`src/hw/ol_defines.svh`:
```
// Output layer sizes and fixed-point format, included by every RTL and testbench file that needs them
`ifndef OL_DEFINES_SVH
`define OL_DEFINES_SVH

// Layer geometry
`define OL_P 8        // Neurons in the output layer
`define OL_Z 2        // Neurons handled per clock
`define OL_LAYERS 3   // Layers in the whole network

// Fixed point is sign + integer + fraction
`define OL_WIDTH 16
`define OL_INT_BITS 5
`define OL_FRAC_BITS 10

// Clocks per junction that carry data, also the lane memory depth
`define OL_DEPTH (`OL_P / `OL_Z)

// Two spare clocks per junction for memory latency
`define OL_CPC (`OL_DEPTH + 2)

// Ideal answers wait for the earlier junctions
`define OL_ANS_DELAY (`OL_CPC * (`OL_LAYERS - 1))

`endif

```
`src/hw/ol_pkg.sv`:
```
// Common types for the output layer blocks and testbench, taken in with a wildcard import
`include "ol_defines.svh"

package ol_pkg;

	// Activations and deltas share one signed format
	typedef logic signed [`OL_WIDTH-1:0] fix_t;

	// Clock index inside one junction cycle
	typedef logic [$clog2(`OL_CPC)-1:0] cyc_idx_t;

	// Word address into one lane memory
	typedef logic [$clog2(`OL_DEPTH)-1:0] mem_addr_t;

	// Delta FSM states
	typedef enum logic {
		SM_FIRST,  // First junction, nothing stored yet to read back
		SM_STEADY  // Previous junction's deltas are readable
	} sm_state_t;

endpackage

```
`src/hw/cycle_counter.sv`:
```
// Junction cycle counter that steps the output layer and exports its cycle index to the layer before
`timescale 1ns/1ps
`include "ol_defines.svh"

module cycle_counter
	import ol_pkg::*;
(
	input  logic     clk,
	input  logic     reset_i,
	output cyc_idx_t cycle_idx_o, // Clock index within the junction
	output logic     wrap_o       // High on the last clock of the junction
);

	localparam cyc_idx_t LAST_IDX = cyc_idx_t'(`OL_CPC - 1);

	// Modulo OL_CPC count, starts at 0 on the first clock out of reset
	always_ff @(posedge clk) begin
		if (reset_i) begin
			cycle_idx_o <= '0;
		end else if (wrap_o) begin
			cycle_idx_o <= '0; // Back to the start of the next junction
		end else begin
			cycle_idx_o <= cycle_idx_o + 1'b1;
		end
	end

	assign wrap_o = (cycle_idx_o == LAST_IDX); // Reset holds the count at 0 so this stays low

	// Count must wrap before it leaves the junction
	a_idx_range: assert property (
		@(posedge clk) disable iff (reset_i)
		cycle_idx_o < cyc_idx_t'(`OL_CPC)
	);

endmodule

```
`src/hw/delta_sm.sv`:
```
// Delta memory FSM that drives ping-pong collection pointers, addresses and read-valid
`timescale 1ns/1ps
`include "ol_defines.svh"

module delta_sm
	import ol_pkg::*;
(
	input  logic      clk,
	input  logic      reset_i,
	input  cyc_idx_t  cycle_idx_i, // Clock index within the junction
	input  logic      wrap_i,      // Last clock of the junction
	output logic      wr_coll_o,   // Collection filled in this junction
	output mem_addr_t wr_addr_o,
	output logic      wr_en_o,
	output logic      rd_coll_o,   // Collection holding the previous junction
	output mem_addr_t rd_addr_o,
	output logic      del_valid_o  // Lines up with the synchronous read data
);

	localparam cyc_idx_t DATA_CLKS = cyc_idx_t'(`OL_DEPTH);

	sm_state_t state_q;
	sm_state_t state_d;
	logic      data_clk; // Clock carries activations

	// Only the first OL_DEPTH clocks of a junction carry data
	assign data_clk = (cycle_idx_i < DATA_CLKS);

	// Leave SM_FIRST once a whole junction has been stored
	always_comb begin
		state_d = state_q;
		case (state_q)
			SM_FIRST: begin
				if (wrap_i) begin
					state_d = SM_STEADY;
				end
			end
			SM_STEADY: state_d = SM_STEADY; // Stays until reset
			default: state_d = SM_FIRST;
		endcase
	end

	always_ff @(posedge clk) begin
		if (reset_i) begin
			state_q     <= SM_FIRST;
			wr_coll_o   <= 1'b0; // First junction fills collection 0
			del_valid_o <= 1'b0;
		end else begin
			state_q <= state_d;
			if (wrap_i) begin
				wr_coll_o <= ~wr_coll_o; // Swap roles at every junction boundary
			end
			// Read issued at index k returns at k+1
			del_valid_o <= data_clk && (state_q == SM_STEADY);
		end
	end

	// Write and read walk the same address as the clock index
	assign wr_en_o   = data_clk;
	assign wr_addr_o = mem_addr_t'(cycle_idx_i);
	assign rd_addr_o = mem_addr_t'(cycle_idx_i);
	assign rd_coll_o = ~wr_coll_o; // Always the other collection

	// Collection just filled is the one read back in the next junction
	a_coll_split: assert property (
		@(posedge clk) disable iff (reset_i)
		wrap_i |=> (rd_coll_o == $past(wr_coll_o))
	);

	// Nothing leaves before one full junction is stored
	a_no_valid_first: assert property (
		@(posedge clk) disable iff (reset_i)
		(state_q == SM_FIRST) |-> !del_valid_o
	);

endmodule

```
`src/hw/delta_mem_bank.sv`:
```
// Two collections of lane memories that hold the deltas of the current and the previous junction
`timescale 1ns/1ps
`include "ol_defines.svh"

module delta_mem_bank
	import ol_pkg::*;
(
	input  logic                clk,
	input  logic                wr_coll_i, // Collection to write
	input  mem_addr_t           wr_addr_i,
	input  logic                wr_en_i,
	input  fix_t [`OL_Z-1:0]    wr_data_i, // One delta per lane
	input  logic                rd_coll_i, // Collection to read
	input  mem_addr_t           rd_addr_i,
	output fix_t [`OL_Z-1:0]    rd_data_o  // Valid one clock after the address
);

	fix_t rd_q [2][`OL_Z]; // Read registers of every lane memory
	logic rd_coll_q;       // Select follows the read by one clock

	genvar gc;
	genvar gl;
	generate
		for (gc = 0; gc < 2; gc++) begin : g_coll
			for (gl = 0; gl < `OL_Z; gl++) begin : g_lane
				fix_t mem [`OL_DEPTH]; // One lane memory
				logic we;

				assign we = wr_en_i && (wr_coll_i == 1'(gc));

				// Single-port style write, read every clock
				always_ff @(posedge clk) begin
					if (we) begin
						mem[wr_addr_i] <= wr_data_i[gl];
					end
					rd_q[gc][gl] <= mem[rd_addr_i];
				end
			end
		end
	endgenerate

	always_ff @(posedge clk) begin
		rd_coll_q <= rd_coll_i;
	end

	// Pick the collection that was addressed last clock
	always_comb begin
		for (int j = 0; j < `OL_Z; j++) begin
			rd_data_o[j] = rd_q[rd_coll_q][j];
		end
	end

endmodule

```
`src/hw/cost_term_set.sv`:
```
// Per-lane cross-entropy delta, activation minus the ideal answer in fixed point
`timescale 1ns/1ps
`include "ol_defines.svh"

module cost_term_set
	import ol_pkg::*;
(
	input  fix_t [`OL_Z-1:0]  act_i, // Sigmoid activations from the layer before
	input  logic [`OL_Z-1:0]  ans_i, // Delayed one-bit ideal answers
	output fix_t [`OL_Z-1:0]  del_o  // Deltas to the memory bank
);

	// 1.0 in fixed point, sign and upper integer bits clear
	localparam fix_t FIX_ONE = {
		1'b0,
		{(`OL_INT_BITS-1){1'b0}},
		1'b1,
		{`OL_FRAC_BITS{1'b0}}
	};

	genvar gl;
	generate
		for (gl = 0; gl < `OL_Z; gl++) begin : g_lane
			fix_t ideal; // Answer bit widened to fixed point

			assign ideal = ans_i[gl] ? FIX_ONE : '0;

			// Cross-entropy with sigmoid needs no derivative term
			assign del_o[gl] = act_i[gl] - ideal; // Wraps, no saturation
		end
	endgenerate

endmodule

```
`src/hw/ideal_ans_delay.sv`:
```
// Shift register that holds the ideal answers until their activations reach the output layer
`timescale 1ns/1ps
`include "ol_defines.svh"

module ideal_ans_delay (
	input  logic              clk,
	input  logic              reset_i,
	input  logic [`OL_Z-1:0]  ans_i, // Answers given with the network inputs
	output logic [`OL_Z-1:0]  ans_o  // Same answers OL_ANS_DELAY clocks later
);

	logic [`OL_Z-1:0] sr_q [`OL_ANS_DELAY]; // One stage per clock of latency

	always_ff @(posedge clk) begin
		if (reset_i) begin
			for (int i = 0; i < `OL_ANS_DELAY; i++) begin
				sr_q[i] <= '0; // Output reads zero until the pipe refills
			end
		end else begin
			sr_q[0] <= ans_i;
			for (int i = 1; i < `OL_ANS_DELAY; i++) begin
				sr_q[i] <= sr_q[i-1];
			end
		end
	end

	assign ans_o = sr_q[`OL_ANS_DELAY-1];

endmodule

```
`src/hw/output_layer.sv`:
```
// Output layer top, computes and stores deltas and hands the previous junction's deltas back
`timescale 1ns/1ps
`include "ol_defines.svh"

module output_layer
	import ol_pkg::*;
(
	input  logic              clk,
	input  logic              reset_i,
	input  fix_t [`OL_Z-1:0]  act_i,         // Activations, one neuron per lane
	input  logic [`OL_Z-1:0]  ans_i,         // Ideal answers from the network input
	output fix_t [`OL_Z-1:0]  del_o,         // Deltas to the layer before
	output logic              del_valid_o,
	output logic [`OL_Z-1:0]  ans_o,         // Delayed ideal answers
	output cyc_idx_t          cycle_index_o, // Keeps the layer before in step
	output logic              cycle_clk_o    // Last clock of each junction
);

	logic             wr_coll;
	logic             wr_en;
	logic             rd_coll;
	mem_addr_t        wr_addr;
	mem_addr_t        rd_addr;
	fix_t [`OL_Z-1:0] del_wr; // Fresh deltas into the bank

	cycle_counter u_cycle_counter (
		.clk         (clk),
		.reset_i     (reset_i),
		.cycle_idx_o (cycle_index_o),
		.wrap_o      (cycle_clk_o)
	);

	delta_sm u_delta_sm (
		.clk         (clk),
		.reset_i     (reset_i),
		.cycle_idx_i (cycle_index_o),
		.wrap_i      (cycle_clk_o),
		.wr_coll_o   (wr_coll),
		.wr_addr_o   (wr_addr),
		.wr_en_o     (wr_en),
		.rd_coll_o   (rd_coll),
		.rd_addr_o   (rd_addr),
		.del_valid_o (del_valid_o)
	);

	ideal_ans_delay u_ans_delay (
		.clk     (clk),
		.reset_i (reset_i),
		.ans_i   (ans_i),
		.ans_o   (ans_o)
	);

	// Delayed answers meet their activations here
	cost_term_set u_cost_terms (
		.act_i (act_i),
		.ans_i (ans_o),
		.del_o (del_wr)
	);

	delta_mem_bank u_del_mem (
		.clk       (clk),
		.wr_coll_i (wr_coll),
		.wr_addr_i (wr_addr),
		.wr_en_i   (wr_en),
		.wr_data_i (del_wr),
		.rd_coll_i (rd_coll),
		.rd_addr_i (rd_addr),
		.rd_data_o (del_o)
	);

endmodule

```
`config.mk`:
```
export PLATFORM = sky130hd
export DESIGN_NAME = output_layer
export DESIGN_NICKNAME = d
export VERILOG_FILES = /design/src/hw/ol_pkg.sv /design/src/hw/cycle_counter.sv /design/src/hw/delta_sm.sv /design/src/hw/delta_mem_bank.sv /design/src/hw/cost_term_set.sv /design/src/hw/ideal_ans_delay.sv /design/src/hw/output_layer.sv
export VERILOG_INCLUDE_DIRS = /design/src /design/src/hw
export SDC_FILE = /design/constraint.sdc
export NUM_CORES = 1
export LEC_CHECK = 0
export ABC_AREA = 1
export CELL_PAD_IN_SITES_DETAIL_PLACEMENT = 1
export CELL_PAD_IN_SITES_GLOBAL_PLACEMENT = 1
export CORE_UTILIZATION = 48
export CTS_BUF_LIST = sky130_fd_sc_hd__clkbuf_2 sky130_fd_sc_hd__clkbuf_4 sky130_fd_sc_hd__clkbuf_8
export DETAILED_ROUTE_END_ITERATION = 8
export DONT_BUFFER_PORTS = 1
export PLACE_DENSITY = 0.81
export SETUP_SLACK_MARGIN = 0.05
export SLEW_MARGIN = 10
export SYNTH_ARGS = -nofsm -noshare
export SYNTH_HDL_FRONTEND = slang
export SYNTH_SLANG_ARGS = --single-unit
```
`constraint.sdc`:
```
create_clock -name clk -period 3.3 [get_ports clk]
set_clock_uncertainty 0.2 [all_clocks]
set_input_delay 0.66 -clock clk [delete_from_list [all_inputs] [get_ports clk]]
set_output_delay 0.66 -clock clk [all_outputs]
set_load 0.01 [all_outputs]
```
==> results list, run 1 <==
- In this run the vertical extent of the chip is 166 um.
- For this run, the post-layout net count is 1166.
- Across the VDD grid, the largest voltage drop is 0.308 mV.
* Post-Syn Area per Cell: 12.0 sq um
- Fraction of final layout cells sized beyond drive strength 1: 13.7%
- The worst setup path is of the reg -> out kind.
- The clock reaches the later pin of the worst-skew pair after 0.59 ns.
* Library cell with the largest summed area after synthesis: sky130_fd_sc_hd__edfxtp_1
- The final reports fail on DRC.
- The detailed router finished its first iteration with between 300 and 400 violations.
* Required time of the worst setup path: 2.44 ns
* Core area: 26200 sq um
- Crit-path slowest cell: sky130_fd_sc_hd__dfxtp_2
* Vias in the first global route: 8270
- The cell count after synthesis came out at around 1100.
* Clock transition at path regs: about 0.060 ns
* Logic pwr share: 7.9%
- Switching power share of the total: 23.6%
- The commonest cells after synthesis are sky130_fd_sc_hd__edfxtp_1 (256), sky130_fd_sc_hd__nand2_1 (208), sky130_fd_sc_hd__nor2_1 (168), sky130_fd_sc_hd__inv_1 (115), sky130_fd_sc_hd__o21ai_0 (112).
- Summed over all failing endpoints, the final setup total negative slack is 0 ns.
* Top_reg_cell synth: sky130_fd_sc_hd__edfxtp_1
- The number of setup buffers added after CTS is 0.
* Core Rows: 59
- In this run, CTS created clock tree buffers numbering 56.
- Final ANT Viol Nets: 0
- Portion of synthesized cell area occupied by the leading cell type: 59.5%
- Yosys instantiated no cell more often than sky130_fd_sc_hd__edfxtp_1.
- Die area: 27600 sq um
* Final Slew Violations: 0
- Chain of cells forming the critical path: buf_4 -> mux2_2
* Final setup violation count: 0
- Once the floorplan was initialized, standard cells occupied 49.3% of the core.
- Dividing total power by cell area gives a power density of 664 nW/um^2.
* Sequential share of power: 52.7%
* Maximum root-to-sink buffer count: 3
- In the routed layout, each cell is associated on average with a via count of slightly above 5.
* Minimum hold slack: 0.0588 ns
- Arrival time at the worst endpoint: between 1.5 and 2 ns
- Relative contribution of the clock network to total power: 39.4%
- The congestion estimate from routability-driven global placement came to 0.742.
- Status: finished with violations
- Total net switching power: 0.00230 W
- MaxCap Viol Count: 0
* Sequential area share after synthesis: 74.2%
- Post-Synthesis Cell Area: 12900 sq um
* Number of antenna violations at the first check in global routing: 1
* Clock period minus worst slack: 2.84 ns
* Max-slew headroom at the worst pin: 41.9%
- CTS H-Tree Depth: 2
- Setup repair after global routing missed its margin: no
- CTS saw 351 sinks.
* Top cells by area, synth: sky130_fd_sc_hd__edfxtp_1 (60%), sky130_fd_sc_hd__dfxtp_1 (15%), sky130_fd_sc_hd__nand2_1 (6.0%), sky130_fd_sc_hd__nor2_1 (4.9%), sky130_fd_sc_hd__o21ai_0 (4.3%)
* HP Class: in -> reg
- For this run, the number of Yosys warnings is 0.
- The number of gates resized after CTS was 0.
- Measured along the x axis, the die boundary spans 166 um.
* Post-synthesis async set-or-reset flop share: 0%
* Detailed placer's ending HPWL: around 16000 um
- EDFF count, synth: 256
- The routed layout has 7668 vias.
- The final layout contains routed wiring with a total length of between 20000 and 30000 um.
- Largest stage delay, worst path: 0.57 ns
* Number of iterations in the first detailed-routing pass: 6
- Across every metal layer, demand over resource in global routing totals 21.1%.
* Layout area overhead: 13.5%
- In the final routed layout, each cell accounts on average for ~19 um.
- Clock tree synthesis selected as its root buffer the cell sky130_fd_sc_hd__clkbuf_8.
- The first global-routing pass estimated 44700 um of wire.
* Buf+Inv Stages, Crit Path: 1
- Family with the most delay on the worst path: flip-flops
* Transition time at the pin with the least slew margin: 0.869 ns
- Category of the worst setup path capture point: primary output
- Largest fanout of any net on the critical path: 20
* Port Buf Inserts: 0
* CTS tree: yes
- Aggregate global routing overflow: 0
* Maximum number of pins on one net before global-route repair: a little under 200
* Ports: 75
- Distinct cells, synth: 22
* Net count of the mapped netlist: ~1100
- The number of hold violations in the final report was 0.
* DRC viols: 4
* Post-layout total power: ~0.0097 W
- Dividing the final minimum period by the clock period gives 86.1%.
- Synthesis-stage register bit count: 351
- Cell internal power was estimated by the tool at 0.00743 W.
* Kind of launch point of the worst setup path: register
- Leakage power: 5.78 nW
* Fmax: 0.352 GHz
-- kinds of logic (layout without fill, tap and decap cells) --
group	count (synthesis)	count (layout)	share of synthesized area, %
AND/OR/NAND/NOR	385	385	11.3
flip-flops	351	351	74.2
buffers and inverters	167	259	5.54
AO/OA/AOI/OAI	131	131	5.08
multiplexers	32	32	2.79
adder cells (fa/ha/maj)	8	8	0.775
XOR/XNOR	4	4	0.271
other	0	1	0
-- metal layers --
| layer | track usage [%] | vias to the layer above | share of wire, % | wire length (um) |
|---|---|---|---|---|
| met3 | 4.17 | 42 | 4.1 | 1160 |
| met2 | 38.0 | 148 | 52 | 14800 |
| met4 | 6.46 | 0 | 2.0 | 567 |
| met1 | 25.5 | 3823 | 42 | 12000 |
| met5 | 0 | - | 0 | 0 |
| li1 | - | 3655 | - | - |
-- worst paths after layout --
check	start	end	slack, ns	cells after the start
worst max register to register	u_cycle_counter.cycle_idx_o[1]	u_del_mem.g_coll[1].g_lane[0].mem[1][15]	0.81	5
worst min-delay path	reset_i	u_delta_sm.wr_coll_o	0.06	3
worst max-delay path	register	del_o[22]	0.46	2
worst min register to register	u_ans_delay.sr_q[0][12]	u_ans_delay.sr_q[0][14]	0.20	2
-- layout by cell type (no fill, tap or decap), drive strengths merged, types with 14 or more instances in the layout --
master       Yosys  final
edfxtp         256    256
nand2          208    208
nor2           168    168
o21ai          129    129
inv            116    118
dfxtp           95     95
clkbuf          25     93
mux2            32     32
dlygate4sd3      0     23
buf             26     14
-- sequential cells by signal (all words and copies together), names as in the netlist, named ones only --
register	flops
u_delta_sm.del_valid_o	1
u_del_mem.g_coll.g_lane.mem	256
u_ans_delay.sr_q	24
u_delta_sm.wr_coll_o	1
u_cycle_counter.cycle_idx_o	3
u_delta_sm.state_q	1
u_del_mem.rd_q	64
-- per-stage QoR --
| step | utilization, % | std cells | setup slack [ns] | cell area [sq um] |
|---|---|---|---|---|
| after floorplan | - | 1078 | 0.146 | 12900 |
| after global placement | 50.5 | 1376 | 0.938 | 13200 |
| after detailed placement | 50.5 | 1376 | 0.834 | 13200 |
| after CTS | 56.0 | 1505 | 0.398 | 14700 |
| after global routing | 56.0 | 1505 | 0.365 | 14700 |
| final | 56.0 | 1506 | 0.460 | 14700 |
-- worst register-to-register path, cell delays in order (launching register included) --
cell,delay [ns]
sky130_fd_sc_hd__dfxtp_1,0.40
sky130_fd_sc_hd__inv_4,0.35
sky130_fd_sc_hd__ha_1,0.27
sky130_fd_sc_hd__inv_1,0.11
sky130_fd_sc_hd__nor2_4,0.53
sky130_fd_sc_hd__buf_4,0.32
-- power by group through the flow --
stage | clock network (W) | registers, W | logic (W)
3_3_place_gp | 0 | 0.00521 | 0.000678
3_5_place_dp | 0 | 0.00522 | 0.000720
5_1_grt | 0.00409 | 0.00515 | 0.000862
6_report | 0.00384 | 0.00513 | 0.000767
4_1_cts | 0.00391 | 0.00513 | 0.000779
2_1_floorplan | 0 | 0.00518 | 0.000525
-- layout make-up --
type / instances / area (sq um)
Clock inverter: 13 / 100
Timing Repair Buffer: 37 / 348
Multi-Input combinational cell: 560 / 2670
Antenna cell: 1 / 2.50
Fill cell: 2644 / 11500
Sequential cell: 351 / 9590
Inverter: 116 / 438
Clock buffer: 93 / 1090
Tap cell: 335 / 419
-- what timing repair did --
action	4_1_cts	5_1_grt
endpoints found under the setup margin	0	0
endpoints found under the hold margin	186	0
hold buffers	23	0
No activity file was read; power rests on OpenSTA's default activity.
==> run 2: changes to the inputs <==
--- a/config.mk
+++ b/config.mk
@@ -13,6 +13,7 @@
 export CTS_BUF_LIST = sky130_fd_sc_hd__clkbuf_2 sky130_fd_sc_hd__clkbuf_4 sky130_fd_sc_hd__clkbuf_8
 export DETAILED_ROUTE_END_ITERATION = 8
 export DONT_BUFFER_PORTS = 1
+export GPL_TIMING_DRIVEN = 0
 export PLACE_DENSITY = 0.81
 export SETUP_SLACK_MARGIN = 0.05
 export SLEW_MARGIN = 10
==> run 2 against run 1 <==
Compared with the run above: critical path type is now reg -> reg; cell count increased by 2.6%; the flow still finishes with violations (DRC); clock power decreased by 4%; routed wire length increased by 24%; largest power group unchanged; critical endpoint is now u_del_mem.g_coll[0].g_lane[0].mem[0][6].
==> results list, run 2 (synthesis results as in run 1) <==
- Effective utilization at floorplan: 49.3%
- Transition time at the pin with the least slew margin: 0.980 ns
- Chip Height: 166 um
- In this run the clock root is driven by a sky130_fd_sc_hd__clkbuf_8.
- Number of instances in the placed design: ~1400
- Maximum number of pins on one net before global-route repair: 24
- Gp weighted congestion: 0.777
- Across all layers, the routed design uses 8377 vias.
- In the layout the commonest cells are sky130_fd_sc_hd__edfxtp_1 (256), sky130_fd_sc_hd__nand2_1 (208), sky130_fd_sc_hd__nor2_1 (160), sky130_fd_sc_hd__inv_1 (115), sky130_fd_sc_hd__o21ai_0 (112).
- In the final routed layout, each cell accounts on average for 23.0 um.
* Power density over cell area: 654 nW/um^2
- The via count of the first global-routing pass was 9218.
* Arrival time at the worst endpoint: 3.10 ns
- Number of sinks handled by clock tree synthesis: 351
* Most common cell after layout, fill and taps aside: sky130_fd_sc_hd__edfxtp_1
- In the routed layout, each cell is associated on average with a via count of 5.42.
- Clock period minus worst slack: 3.10 ns
- Final ANT Viol Nets: 0
- Dividing the final minimum period by the clock period gives 94.0%.
* MaxCap Viol Count: 0
* Required time of the worst setup path: 3.30 ns
- TritonCTS built the clock tree.
- In the final layout, the registers with the most flip-flops are u_del_mem.g_coll.g_lane.mem (256), u_del_mem.rd_q (64), u_ans_delay.sr_q (24).
- The die covers roughly 28000 sq um.
* Fmax: 0.322 GHz
* Number of standard cells in the layout, taps in and fillers out: 1545
* Kind of launch point of the worst setup path: register
* Core area: 26200 sq um
* Core Rows: 59
* CTS H-Tree Depth: 2
* Failing checks: DRC
- Port Buf Inserts: 0
- By startpoint and endpoint, the worst setup path is classified as reg -> reg.
- Cell area after placement: approximately 14000 sq um
* HP Class: reg -> reg
- Detailed placer's ending HPWL: about 21000 um
- The register with the most flip-flops in the layout has approximately 260 of them.
* Post-CTS repair timing setup buffer count: 0
* Clock transition at path regs: 0.06 ns
- Measured along the x axis, the die boundary spans 166 um.
- Total routing usage reported by global routing: roughly a quarter
* Status: finished with violations
- After the last flow step, the layout net total stands at 1208.
- The total count of max-transition violations in the final report is 0.
- Setup violations remaining at the end of the flow were counted as 0.
- Number of clock buffers inserted by TritonCTS: 54
* Leakage power: 5.87 nW
- The largest single stage delay on the critical path is 0.77 ns.
- For this run, the detailed router's first-pass iteration total came to 7.
- Number of antenna violations at the first check in global routing: 1
* Aggregate global routing overflow: 0
- Hold timing on the final database bottoms out at a slack of 0.202 ns.
- The slowest stage of the critical path is the sky130_fd_sc_hd__nor2_2 cell.
- In this run the tightest slew margin relative to its limit is around a third.
- The clock reaches the later pin of the worst-skew pair after approximately 0.60 ns.
- Max IR drop VDD: 0.322 mV
- Along the worst path, the maximum fanout reaches 11.
- Largest register by flop count: u_del_mem.g_coll.g_lane.mem
* Ports: 75
- For this block, the initial DRC count from the detailed router was between 700 and 800.
- The number of hold violations in the final report was 0.
- In this run, post-CTS repair resized a total of 0 instances.
- Global-route wire length before repair: 53400 um
* Wire length after detailed routing: 35500 um
* DRC viols: 2
- Setup repair after global routing missed its margin: no
- Layout area overhead: 15.4%
- Chain of cells forming the critical path: inv_2 -> buf_2 -> clkbuf_1 -> ha_1 -> inv_1 -> nor2_2
- Fraction of final layout cells sized beyond drive strength 1: 13.7%
- Category of the worst setup path capture point: register
- The finished cells cover roughly 15000 sq um.
- Core utilization of the finished layout: 56.9%
- The clock passes through at most 3 buffers.
[run 2: worst paths after layout]
path,start,to,slack [ns],cells after the start
worst max-delay path,u_cycle_counter.cycle_idx_o[0],u_del_mem.g_coll[0].g_lane[0].mem[0][6],0.20,6
worst min-delay path,u_ans_delay.sr_q[0][17],u_ans_delay.sr_q[0][19],0.20,2
worst max register to register,u_cycle_counter.cycle_idx_o[0],u_del_mem.g_coll[0].g_lane[0].mem[0][6],0.20,6
worst min register to register,u_ans_delay.sr_q[0][17],u_ans_delay.sr_q[0][19],0.20,2
[run 2: per-layer routing]
| metal | track usage (%) | wire length, um |
|---|---|---|
| met1 | 31.5 | 13900 |
| met2 | 45.8 | 18200 |
| met3 | 5.10 | 2190 |
| met4 | 10.6 | 1210 |
| met5 | 0 | 0 |
[run 2: layout make-up]
| cell class | instances | area, sq um |
|---|---|---|
| fillers | 2689 | 11300 |
| flip-flops and latches | 351 | 9590 |
| multi-input cells | 561 | 2680 |
| clock buffers | 87 | 1040 |
| inverters | 116 | 435 |
| well taps | 335 | 419 |
| repair buffers | 30 | 395 |
| plain buffers | 50 | 277 |
| clock inverters | 14 | 70.1 |
| diodes | 1 | 2.50 |
[run 2: repair_timing]
action | in CTS | in global routing
pin swaps | 0 | 1
endpoints found under the setup margin | 14 | 13
hold buffers | 22 | 0
endpoints found under the hold margin | 162 | 0
gates cloned | 0 | 1
[run 2: where the power goes]
| part | switching [W] | internal, W |
|---|---|---|
| clock | 0.00169 | 0.00200 |
| sequential | 0.0000961 | 0.00504 |
| combinational | 0.000664 | 0.000266 |
[run 2: critical path, delay by kind of cell (launching register included)]
| family | cells | cell delay (ns) |
|---|---|---|
| buffers and inverters | 4 | 1.00 |
| and+or+nand+nor | 1 | 0.77 |
| DFF | 1 | 0.48 |
| adders and majority gates | 1 | 0.25 |
[run 2: stage by stage]
step	total power, W	setup WS (ns)	TNS, ns
floorplan	0.00571	0.146	0
global placement	0.00595	-1.69	-347.24
detailed placement	0.00607	0.0507	0
CTS	0.00975	0.143	0
global route	0.0101	0.0967	0
finish	0.00975	0.198	0
